## src/ctrl_cfg.svh

```systemverilog
`ifndef CTRL_CFG_SVH
`define CTRL_CFG_SVH

// APB byte offsets 0h..Ch
`define CTRL_APB_AW 4

// joystick ports merged by the mapper
`define CTRL_NUM_JOY 2

`endif

```

## src/input_pkg.sv

```systemverilog
package input_pkg;

	// keyboard button slots in the key state word
	typedef enum logic [3:0] {
		k_up,
		k_down,
		k_left,
		k_right,
		k_coin,
		k_start1,
		k_start2,
		k_fire1,
		k_fire2,
		k_fire3
	} key_idx_t;

	localparam int NUM_KEYS = 10;

	localparam logic [7:0] SC_UP    = 8'h75;
	localparam logic [7:0] SC_DOWN  = 8'h72;
	localparam logic [7:0] SC_LEFT  = 8'h6B;
	localparam logic [7:0] SC_RIGHT = 8'h74;
	localparam logic [7:0] SC_ESC   = 8'h76; // coin
	localparam logic [7:0] SC_F1    = 8'h05; // start 1
	localparam logic [7:0] SC_F2    = 8'h06; // start 2
	localparam logic [7:0] SC_CTRL  = 8'h14; // fire 3
	localparam logic [7:0] SC_ALT   = 8'h11; // fire 2, bomb
	localparam logic [7:0] SC_SPACE = 8'h29; // fire 1

	localparam int JOY_RIGHT = 0;
	localparam int JOY_LEFT  = 1;
	localparam int JOY_DOWN  = 2;
	localparam int JOY_UP    = 3;
	localparam int JOY_FIRE  = 4;
	localparam int JOY_BOMB  = 5;

	localparam int CT_UP     = 0;
	localparam int CT_DOWN   = 1;
	localparam int CT_LEFT   = 2;
	localparam int CT_RIGHT  = 3;
	localparam int CT_FIRE   = 4;
	localparam int CT_BOMB   = 5;
	localparam int CT_START1 = 6;
	localparam int CT_START2 = 7;
	localparam int CT_COIN   = 8;
	localparam int CT_WIDTH  = 9;

endpackage

```

## src/regmap_pkg.sv

```systemverilog
package regmap_pkg;

	// byte offsets on the APB port
	localparam logic [3:0] REG_CONFIG   = 4'h0; // rw
	localparam logic [3:0] REG_CONTROLS = 4'h4; // ro, mapped controls
	localparam logic [3:0] REG_KEYS     = 4'h8; // ro, held keys
	localparam logic [3:0] REG_ID       = 4'hC; // ro

	// REG_CONFIG fields
	localparam int CFG_ROTATE   = 0;
	localparam int CFG_SCAN_LSB = 1;
	localparam int CFG_SCAN_MSB = 2;
	localparam int CFG_GAME_RST = 3;
	localparam int CFG_BITS     = 4;

	localparam logic [31:0] CORE_ID = 32'h4241_4731;

endpackage

```

## src/ps2_key_decoder.sv

```systemverilog
`timescale 1ns/1ps

module ps2_key_decoder (
	input  logic                            clock_24,
	input  logic                            rst_n,
	input  logic [10:0]                     ps2_key,
	output logic [input_pkg::NUM_KEYS-1:0] keys
);

	logic                toggle_q;
	logic                new_event;
	logic                pressed;
	logic [7:0]          code;
	logic                hit;
	input_pkg::key_idx_t idx;

	assign new_event = ps2_key[10] != toggle_q;
	assign pressed   = ps2_key[9];
	assign code      = ps2_key[7:0];

	// scan code to key slot
	always_comb begin
		hit = 1'b1;
		idx = input_pkg::k_up;
		case (code)
			input_pkg::SC_UP:    idx = input_pkg::k_up;
			input_pkg::SC_DOWN:  idx = input_pkg::k_down;
			input_pkg::SC_LEFT:  idx = input_pkg::k_left;
			input_pkg::SC_RIGHT: idx = input_pkg::k_right;
			input_pkg::SC_ESC:   idx = input_pkg::k_coin;
			input_pkg::SC_F1:    idx = input_pkg::k_start1;
			input_pkg::SC_F2:    idx = input_pkg::k_start2;
			input_pkg::SC_SPACE: idx = input_pkg::k_fire1;
			input_pkg::SC_ALT:   idx = input_pkg::k_fire2;
			input_pkg::SC_CTRL:  idx = input_pkg::k_fire3;
			default:             hit = 1'b0; // not a game key
		endcase
	end

	always_ff @(posedge clock_24) begin
		if (!rst_n) begin
			toggle_q <= 1'b0;
			keys     <= '0;
		end else begin
			toggle_q <= ps2_key[10];
			if (new_event && hit) begin
				keys[idx] <= pressed; // release clears
			end
		end
	end

endmodule

```

## src/ctrl_apb_regs.sv

```systemverilog
`timescale 1ns/1ps
`include "ctrl_cfg.svh"

module ctrl_apb_regs (
	input  logic                            clock_24,
	input  logic                            rst_n,
	input  logic [`CTRL_APB_AW-1:0]         paddr,
	input  logic                            psel,
	input  logic                            penable,
	input  logic                            pwrite,
	input  logic [31:0]                     pwdata,
	input  logic [input_pkg::CT_WIDTH-1:0] controls,
	input  logic [input_pkg::NUM_KEYS-1:0] keys,
	output logic [31:0]                     prdata,
	output logic                            pready,
	output logic                            pslverr,
	output logic                            rotate,
	output logic [1:0]                      scanlines,
	output logic                            game_reset
);

	logic                            setup;
	logic                            access;
	logic                            addr_ok;
	logic                            read_only;
	logic                            bad;
	logic                            wr_cfg;
	logic [31:0]                     rd_mux;
	logic [regmap_pkg::CFG_BITS-1:0] cfg_q;

	assign setup  = psel && !penable;
	assign access = psel && penable;
	assign pready = access; // no wait states

	always_comb begin
		addr_ok   = 1'b1;
		read_only = 1'b1;
		rd_mux    = '0;
		case (paddr)
			regmap_pkg::REG_CONFIG: begin
				read_only = 1'b0;
				rd_mux    = 32'(cfg_q);
			end
			regmap_pkg::REG_CONTROLS: rd_mux = 32'(controls);
			regmap_pkg::REG_KEYS:     rd_mux = 32'(keys);
			regmap_pkg::REG_ID:       rd_mux = regmap_pkg::CORE_ID;
			default:                  addr_ok = 1'b0;
		endcase
	end

	assign bad    = !addr_ok || (pwrite && read_only);
	assign wr_cfg = access && pwrite && (paddr == regmap_pkg::REG_CONFIG);

	always_ff @(posedge clock_24) begin
		if (!rst_n) begin
			cfg_q <= '0;
		end else if (wr_cfg) begin
			cfg_q <= pwdata[regmap_pkg::CFG_BITS-1:0];
		end
	end

	// response is built in setup so it is there for the access phase
	always_ff @(posedge clock_24) begin
		if (!rst_n) begin
			prdata  <= '0;
			pslverr <= 1'b0;
		end else if (setup) begin
			pslverr <= bad;
			prdata  <= (pwrite || !addr_ok) ? 32'd0 : rd_mux;
		end else begin
			pslverr <= 1'b0;
			prdata  <= '0;
		end
	end

	assign rotate     = cfg_q[regmap_pkg::CFG_ROTATE];
	assign scanlines  = cfg_q[regmap_pkg::CFG_SCAN_MSB:regmap_pkg::CFG_SCAN_LSB];
	assign game_reset = cfg_q[regmap_pkg::CFG_GAME_RST];

endmodule

```

## src/control_mapper.sv

```systemverilog
`timescale 1ns/1ps
`include "ctrl_cfg.svh"

module control_mapper (
	input  logic                            clock_24,
	input  logic                            rst_n,
	input  logic [input_pkg::NUM_KEYS-1:0] keys,
	input  logic [7:0]                      joystick_0,
	input  logic [7:0]                      joystick_1,
	input  logic                            rotate,
	output logic [input_pkg::CT_WIDTH-1:0] controls
);

	logic [7:0]                      joy [`CTRL_NUM_JOY];
	logic [7:0]                      joy_any;
	logic                            m_up;
	logic                            m_down;
	logic                            m_left;
	logic                            m_right;
	logic [input_pkg::CT_WIDTH-1:0] ctl_nxt;

	assign joy[0] = joystick_0;
	assign joy[1] = joystick_1;

	always_comb begin
		joy_any = '0;
		for (int i = 0; i < `CTRL_NUM_JOY; i++) begin
			joy_any = joy_any | joy[i];
		end
	end

	assign m_up    = keys[input_pkg::k_up]    | joy_any[input_pkg::JOY_UP];
	assign m_down  = keys[input_pkg::k_down]  | joy_any[input_pkg::JOY_DOWN];
	assign m_left  = keys[input_pkg::k_left]  | joy_any[input_pkg::JOY_LEFT];
	assign m_right = keys[input_pkg::k_right] | joy_any[input_pkg::JOY_RIGHT];

	always_comb begin
		ctl_nxt = '0;
		if (rotate) begin // cabinet turned a quarter
			ctl_nxt[input_pkg::CT_UP]    = m_left;
			ctl_nxt[input_pkg::CT_DOWN]  = m_right;
			ctl_nxt[input_pkg::CT_LEFT]  = m_down;
			ctl_nxt[input_pkg::CT_RIGHT] = m_up;
		end else begin
			ctl_nxt[input_pkg::CT_UP]    = m_up;
			ctl_nxt[input_pkg::CT_DOWN]  = m_down;
			ctl_nxt[input_pkg::CT_LEFT]  = m_left;
			ctl_nxt[input_pkg::CT_RIGHT] = m_right;
		end
		ctl_nxt[input_pkg::CT_FIRE]   = keys[input_pkg::k_fire1] | joy_any[input_pkg::JOY_FIRE];
		ctl_nxt[input_pkg::CT_BOMB]   = keys[input_pkg::k_fire2] | joy_any[input_pkg::JOY_BOMB];
		ctl_nxt[input_pkg::CT_START1] = keys[input_pkg::k_start1];
		ctl_nxt[input_pkg::CT_START2] = keys[input_pkg::k_start2];
		ctl_nxt[input_pkg::CT_COIN]   = keys[input_pkg::k_coin];
	end

	always_ff @(posedge clock_24) begin
		if (!rst_n) begin
			controls <= '0;
		end else begin
			controls <= ctl_nxt;
		end
	end

endmodule

```

## src/arcade_input_top.sv

```systemverilog
`timescale 1ns/1ps
`include "ctrl_cfg.svh"

module arcade_input_top (
	input  logic                            clock_24,
	input  logic                            rst_n,
	input  logic [10:0]                     ps2_key,
	input  logic [7:0]                      joystick_0,
	input  logic [7:0]                      joystick_1,
	input  logic [`CTRL_APB_AW-1:0]         paddr,
	input  logic                            psel,
	input  logic                            penable,
	input  logic                            pwrite,
	input  logic [31:0]                     pwdata,
	output logic [31:0]                     prdata,
	output logic                            pready,
	output logic                            pslverr,
	output logic [input_pkg::CT_WIDTH-1:0] controls,
	output logic [1:0]                      scanlines,
	output logic                            game_reset
);

	logic [input_pkg::NUM_KEYS-1:0] keys; // held keyboard buttons
	logic                            rotate;

	ps2_key_decoder ps2_key_decoder_inst (
		.clock_24 (clock_24),
		.rst_n    (rst_n),
		.ps2_key  (ps2_key),
		.keys     (keys)
	);

	ctrl_apb_regs ctrl_apb_regs_inst (
		.clock_24   (clock_24),
		.rst_n      (rst_n),
		.paddr      (paddr),
		.psel       (psel),
		.penable    (penable),
		.pwrite     (pwrite),
		.pwdata     (pwdata),
		.controls   (controls),
		.keys       (keys),
		.prdata     (prdata),
		.pready     (pready),
		.pslverr    (pslverr),
		.rotate     (rotate),
		.scanlines  (scanlines),
		.game_reset (game_reset)
	);

	control_mapper control_mapper_inst (
		.clock_24   (clock_24),
		.rst_n      (rst_n),
		.keys       (keys),
		.joystick_0 (joystick_0),
		.joystick_1 (joystick_1),
		.rotate     (rotate),
		.controls   (controls)
	);

endmodule

```

## config.mk

```make
export PLATFORM = sky130hd
export DESIGN_NAME = arcade_input_top
export DESIGN_NICKNAME = d
export VERILOG_FILES = /design/src/input_pkg.sv /design/src/regmap_pkg.sv /design/src/ps2_key_decoder.sv /design/src/ctrl_apb_regs.sv /design/src/control_mapper.sv /design/src/arcade_input_top.sv
export VERILOG_INCLUDE_DIRS = /design/src
export SDC_FILE = /design/constraint.sdc
export NUM_CORES = 1
export LEC_CHECK = 0
export BUFFER_PORTS_ARGS = -buffer_cell sky130_fd_sc_hd__buf_2
export CORE_ASPECT_RATIO = 2
export CORE_MARGIN = 2
export CORE_UTILIZATION = 43
export DETAILED_ROUTE_END_ITERATION = 10
export MAX_ROUTING_LAYER = met4
export PLACE_DENSITY = 0.8
export SYNTH_ARGS = -nofsm -noshare
export SYNTH_HDL_FRONTEND = slang
export SYNTH_SLANG_ARGS = --single-unit
```

## constraint.sdc

```tcl
create_clock -name clock_24 -period 2.2 [get_ports clock_24]
set_clock_uncertainty 0.05 [all_clocks]
set_input_delay 0.11 -clock clock_24 [delete_from_list [all_inputs] [get_ports clock_24]]
set_output_delay 0.11 -clock clock_24 [all_outputs]
set_load 0.02 [all_outputs]
```

==> flow_summary.json, run 1 <==
{
  "outcome": "finished, violations left",
  "violations": "negative hold slack",
  "finalHoldViolations": 1,
  "slew_violations": 0,
  "grt-ovfl-total": 0,
  "peakVddDrop_mv": 0.4666,
  "post_cts_resize_count": 0,
  "cp.arrival_ps": 1820,
  "fin_hold_ws_ps": -2.576,
  "wl_per_cell_um": 12.19,
  "row_count": 33,
  "synthTopCellsByArea": "dfxtp_1 39%, buf_4 9.7%, mux2i_1 7.5%",
  "fin_crit_ps": 1708,
  "rsz0062_at_grt": "no",
  "swShare": 0.2565,
  "leakagePower_nw": 1.016,
  "startpoint": "ps2_key[0]",
  "cts_root_buf": "clkbuf_8",
  "synth_top_cell_area_share": 0.3866,
  "dr_total_vias": 1654,
  "start_kind": "input pin",
  "setup_viol": 0,
  "fp.dieArea_mm2": 0.004910,
  "clock_sinks": 36,
  "synth_cell_type_count": 40,
  "synth_edf_count": 0,
  "io_pins": 114,
  "synth-seq-cells": 36,
  "grt_start_max_net_pins": 18,
  "relSlewSlack": 0.6615,
  "timing.setup.tns_ps": 0,
  "fillers": 426,
  "cp_max_fo": 7,
  "power_frac_seq": 0.507,
  "syn_area_per_cell_um2": 8.631,
  "maxCapViolCount": 0,
  "syn-cell-area_mm2": 0.001864,
  "path_clk_slew_ps": 60,
  "synth_seq_area_share": 0.3866,
  "fp.dieH_um": 97.12,
  "synthArstFlopShare": 0,
  "start_util": 0.4515,
  "worstReg2RegStart": "ps2_key_decoder_inst.toggle_q",
  "fin_area_mm2": 0.002175,
  "dieWidth_um": 50.56,
  "cts_tree": "done",
  "track_usage": 0.1767,
  "worst_pin_slew_ps": 504.1,
  "firstDrtPassIters": 4,
  "antenna_left": 0,
  "via_per_inst": 5.121,
  "power.density_mw_per_mm2": 606.6,
  "period_share": 0.7763,
  "synth_cells": 216,
  "yosys_warnings": 0,
  "drt_wl_total_mm": 3.937,
  "drt_iter0_markers": 31,
  "portBuffers": 64,
  "hpwl_mm": 3.213,
  "synth_common_cells": "36 x dfxtp_1, 24 x buf_4, 23 x nor2_1",
  "fmax_ghz": 0.5856,
  "postCtsSetupBuffers": 0,
  "clockPowerShare": 0.359,
  "worstHoldStart": "joystick_1[5]",
  "clockBufferDepth": 2,
  "worstPathRequired_ps": 2320,
  "ctsHoldBuffers": 3,
  "worstSetupPathType": "in2reg",
  "fin_nets": 338,
  "worstSetupEndpointType": "register",
  "diodes": 0,
  "insertion_delay_ps": 280,
  "grt_pass1_wl_mm": 6.479,
  "hold_path_class": "in2reg",
  "comb_power_share": 0.134,
  "htree_levels": 2,
  "r2r_slack_ps": 750,
  "dpl_cell_area_mm2": 0.002054,
  "numCtsBuffers": 5,
  "yosysTopAreaCell": "dfxtp_1",
  "gp_congestion": 0.9371,
  "grt_pass1_vias": 1532,
  "antenna_found_initial": 0,
  "intPower_w": 0.0009808,
  "fin_util": 0.5267,
  "p_sw_w": 0.0003383,
  "layout-drive-gt1-share": 0.2657,
  "drc": 0,
  "core_area_mm2": 0.004129,
  "ys.flop_type": "dfxtp_1",
  "yosysMostFrequentCell": "dfxtp_1",
  "area_growth_pct": 16.64
}
## per-stage QoR
stage | instances | hold slack [ps] | setup slack [ps] | power, W
3_3_place_gp | 312 | 269.3 | 221.9 | 0.0008526
2_1_floorplan | 231 | 179.5 | 432.2 | 0.0008269
6_report | 323 | -2.576 | 492.2 | 0.001319
3_5_place_dp | 312 | 275.5 | 209.3 | 0.0008560
4_1_cts | 323 | 2.361 | 512.9 | 0.001331
5_1_grt | 323 | 12.64 | 433.7 | 0.001369
## layer usage
metal	vias to the layer above	part of all wire	track usage
li1	832	-	-
met1	752	0.35	0.1566
met2	64	0.56	0.3269
met3	6	0.062	0.03385
met4	0	0.024	0.1040
met5	-	0	-
## worst max-delay path: stages
cell      delay (ps)
buf_2            150
or4b_4           580
o32a_1           220
a21boi_0         420
nand4_1          190
mux2i_1          150
## worst paths after layout
kind | to | cells after the start
worst max-delay path | ps2_key_decoder_inst.keys[2] | 6
worst min-delay path | control_mapper_inst.controls[5] | 3
worst max register to register | ps2_key_decoder_inst.keys[9] | 5
worst min register to register | control_mapper_inst.controls[7] | 2
## power groups by stage
stage	sequential [W]	clock, W	combinational, W
after global routing	0.000670	0.000505	0.000195
after detailed placement	0.000684	0	0.000172
final	0.000669	0.000474	0.000177
after global placement	0.000683	0	0.000169
after floorplan	0.000694	0	0.000133
after CTS	0.000669	0.000485	0.000177
## layout by cell type, fill, tap and decap left out, types with 2 or more instances in the layout
cell type	count
a211oi_1	5
dfxtp_1	36
nor2_1	23
nand3_1	5
o31ai_1	2
buf_2	64
nor2b_1	5
inv_1	4
clkbuf_8	6
xnor2_1	3
nor4_1	5
nand2_1	14
o21ai_0	8
mux2i_1	14
a22oi_1	2
and3_1	2
clkbuf_1	2
and2_1	5
nor4b_1	3
nand4_1	3
dlygate4sd3_1	3
nor3_1	10
o211a_1	2
or3_1	2
a21oi_1	10
nand3b_1	3
conb_1	16
## registers in the layout, summed over array words and instances (netlist names)
signal / cells
ps2_key_decoder_inst.keys: 10
control_mapper_inst.controls: 9
ctrl_apb_regs_inst.cfg_q: 4
ctrl_apb_regs_inst.prdata: 11
ctrl_apb_regs_inst.pslverr: 1
ps2_key_decoder_inst.toggle_q: 1
## cell families after synthesis
group | count (synthesis) | synth area share
buffers and inverters | 39 | 0.1430
AO/OA/AOI/OAI | 36 | 0.1282
AND/OR/NAND/NOR | 87 | 0.2510
multiplexers | 14 | 0.07517
other | 1 | 0.002011
XOR/XNOR | 3 | 0.01410
flip-flops | 36 | 0.3866
## final cells by class
cell class | instances | area (µm²) | area share
well taps | 52 | 65.06 | 0.02992
repair buffers | 67 | 350.3 | 0.1611
multi-input cells | 156 | 933.4 | 0.4292
flip-flops and latches | 36 | 720.7 | 0.3314
clock buffers | 8 | 90.09 | 0.04143
inverters | 4 | 15.01 | 0.006904
(Power assumes the default switching activity.)
==> run 2, diff against run 1 <==
==> constraint.sdc (replaced) <==
create_clock -name clock_24 -period 1.6 [get_ports clock_24]
set_clock_uncertainty 0.05 [all_clocks]
set_input_delay 0.08 -clock clock_24 [delete_from_list [all_inputs] [get_ports clock_24]]
set_output_delay 0.08 -clock clock_24 [all_outputs]
set_load 0.02 [all_outputs]
==> flow_summary.json, run 2 (synthesis gave the netlist of run 1 again) <==
{
  "htree_levels": 2,
  "power_frac_seq": 0.513,
  "clockPowerShare": 0.325,
  "wl_per_cell_um": 12.85,
  "fp.dieArea_mm2": 0.004910,
  "comb_power_share": 0.162,
  "grt_pass1_wl_mm": 7.176,
  "power.density_mw_per_mm2": 759.1,
  "rsz0062_at_grt": "no",
  "cts_tree": "done",
  "cp.arrival_ps": 1680,
  "swShare": 0.2593,
  "slew_violations": 0,
  "timing.setup.tns_ps": 0,
  "r2r_slack_ps": 250,
  "diodes": 0,
  "intPower_w": 0.001327,
  "maxCapViolCount": 0,
  "hold_path_class": "in2reg",
  "track_usage": 0.1941,
  "hpwl_mm": 3.555,
  "fp.dieH_um": 97.12,
  "core_area_mm2": 0.004129,
  "worst_r2r_path_depth": 3,
  "worstPathRequired_ps": 1760,
  "endpoint": "ps2_key_decoder_inst.keys[9]",
  "worstHoldStart": "pwrite",
  "postCtsSetupBuffers": 0,
  "portBuffers": 64,
  "largest_reg_flops": 11,
  "path_clk_slew_ps": 70,
  "p_sw_w": 0.0004648,
  "antenna_found_initial": 0,
  "finalNonFillerCells": 346,
  "multi_input_area_um2": 937.1,
  "grt-ovfl-total": 0,
  "cts_root_buf": "clkbuf_8",
  "fillers": 407,
  "setup_viol": 0,
  "fmax_ghz": 0.6591,
  "via_per_inst": 5.205,
  "startpoint": "ps2_key[7]",
  "dieWidth_um": 50.56,
  "worstReg2RegStart": "ps2_key_decoder_inst.keys[8]",
  "final-seq-area_um2": 720.7,
  "final_common_cell": "buf_2",
  "regMostFlops": "ctrl_apb_regs_inst.prdata",
  "dr_total_vias": 1801,
  "fin_crit_ps": 1517,
  "finalHoldViolations": 0,
  "top_regs": "ctrl_apb_regs_inst.prdata x11, ps2_key_decoder_inst.keys x10, control_mapper_inst.controls x9",
  "grt_start_max_net_pins": 18,
  "firstDrtPassIters": 4,
  "row_count": 33,
  "insertion_delay_ps": 280,
  "layout-drive-gt1-share": 0.3095,
  "worstSetupPathType": "in2reg",
  "clock_sinks": 36,
  "grt_pass1_vias": 1694,
  "place_inst": 330,
  "drc": 0,
  "antenna_left": 0,
  "numCtsBuffers": 5,
  "clockBufferDepth": 2,
  "peakVddDrop_mv": 0.4744,
  "io_pins": 114,
  "start_util": 0.4515,
  "leakagePower_nw": 1.122,
  "outcome": "finished, final reports clean",
  "drt_wl_total_mm": 4.445,
  "power.total_w": 0.001792,
  "layout_common_cells": "64 x buf_2, 36 x dfxtp_1, 23 x nor2_1",
  "fin_nets": 362,
  "period_share": 0.9483,
  "gp_congestion": 0.9974,
  "drt_iter0_markers": 50,
  "r2r_end": "control_mapper_inst.controls[5]",
  "cp_max_fo": 3,
  "start_kind": "input pin",
  "worstSetupEndpointType": "register",
  "area_growth_pct": 26.64
}
run 2: cell types whose count changed in the layout (fill, tap and decap cells not counted), sizes merged:
| cell | change |
|---|---|
| buf | +18 |
| dlygate4sd3 | +6 |
| clkbuf | -2 |
| clkinv | +1 |
run 2: layout make-up:
cell class / instances / area share
clock buffers: 6 / 0.03074
inverters: 4 / 0.006359
flip-flops and latches: 36 / 0.3052
well taps: 52 / 0.02756
multi-input cells: 156 / 0.3969
repair buffers: 91 / 0.2311
clock inverters: 1 / 0.002120
run 2: through the flow:
step	setup slack [ps]	util	hold slack [ps]	cell area, µm²
finish	82.73	0.5718	28.91	2361
global route	12.01	0.5718	29.80	2361
CTS	82.99	0.5709	20.53	2357
detailed placement	-205.5	0.5303	250.5	2190
global placement	-182.1	0.5303	236.8	2190
floorplan	-111.4	-	149.5	1924
run 2: worst min-delay path by stage:
stage / slack [ps] / depth (start not counted) / end
2_1_floorplan: 150 / 2 / control_mapper_inst.controls[4]
3_3_place_gp: 240 / 3 / control_mapper_inst.controls[5]
3_5_place_dp: 250 / 3 / control_mapper_inst.controls[5]
4_1_cts: 20 / 3 / ctrl_apb_regs_inst.pslverr
5_1_grt: 30 / 3 / ps2_key_decoder_inst.keys[5]
6_report: 30 / 3 / ctrl_apb_regs_inst.pslverr
run 2: timing repair:
action	4_1_cts	5_1_grt
setup endpoints to repair	0	1
gates resized for setup	0	1
hold endpoints to repair	7	0
hold buffers	9	0
run 2: critical path, cell delays in order:
cell     delay (ps)
buf_2           110
or4b_4          540
o32a_1          230
o211a_1         250
or3b_1          350
a21oi_1         130
run 2: power by group through the flow:
stage | clock network [W] | registers [W] | logic (W)
4_1_cts | 0.000602 | 0.000920 | 0.000287
6_report | 0.000583 | 0.000919 | 0.000290
5_1_grt | 0.000634 | 0.000920 | 0.000317
2_1_floorplan | 0 | 0.000954 | 0.000184
3_5_place_dp | 0 | 0.000940 | 0.000270
3_3_place_gp | 0 | 0.000940 | 0.000266
run 2: layer usage:
layer | vias to the layer above | share of wire | track usage
li1 | 879 | - | -
met1 | 809 | 0.34 | 0.1709
met2 | 85 | 0.54 | 0.3391
met3 | 28 | 0.057 | 0.03231
met4 | 0 | 0.065 | 0.1642
met5 | - | 0 | -
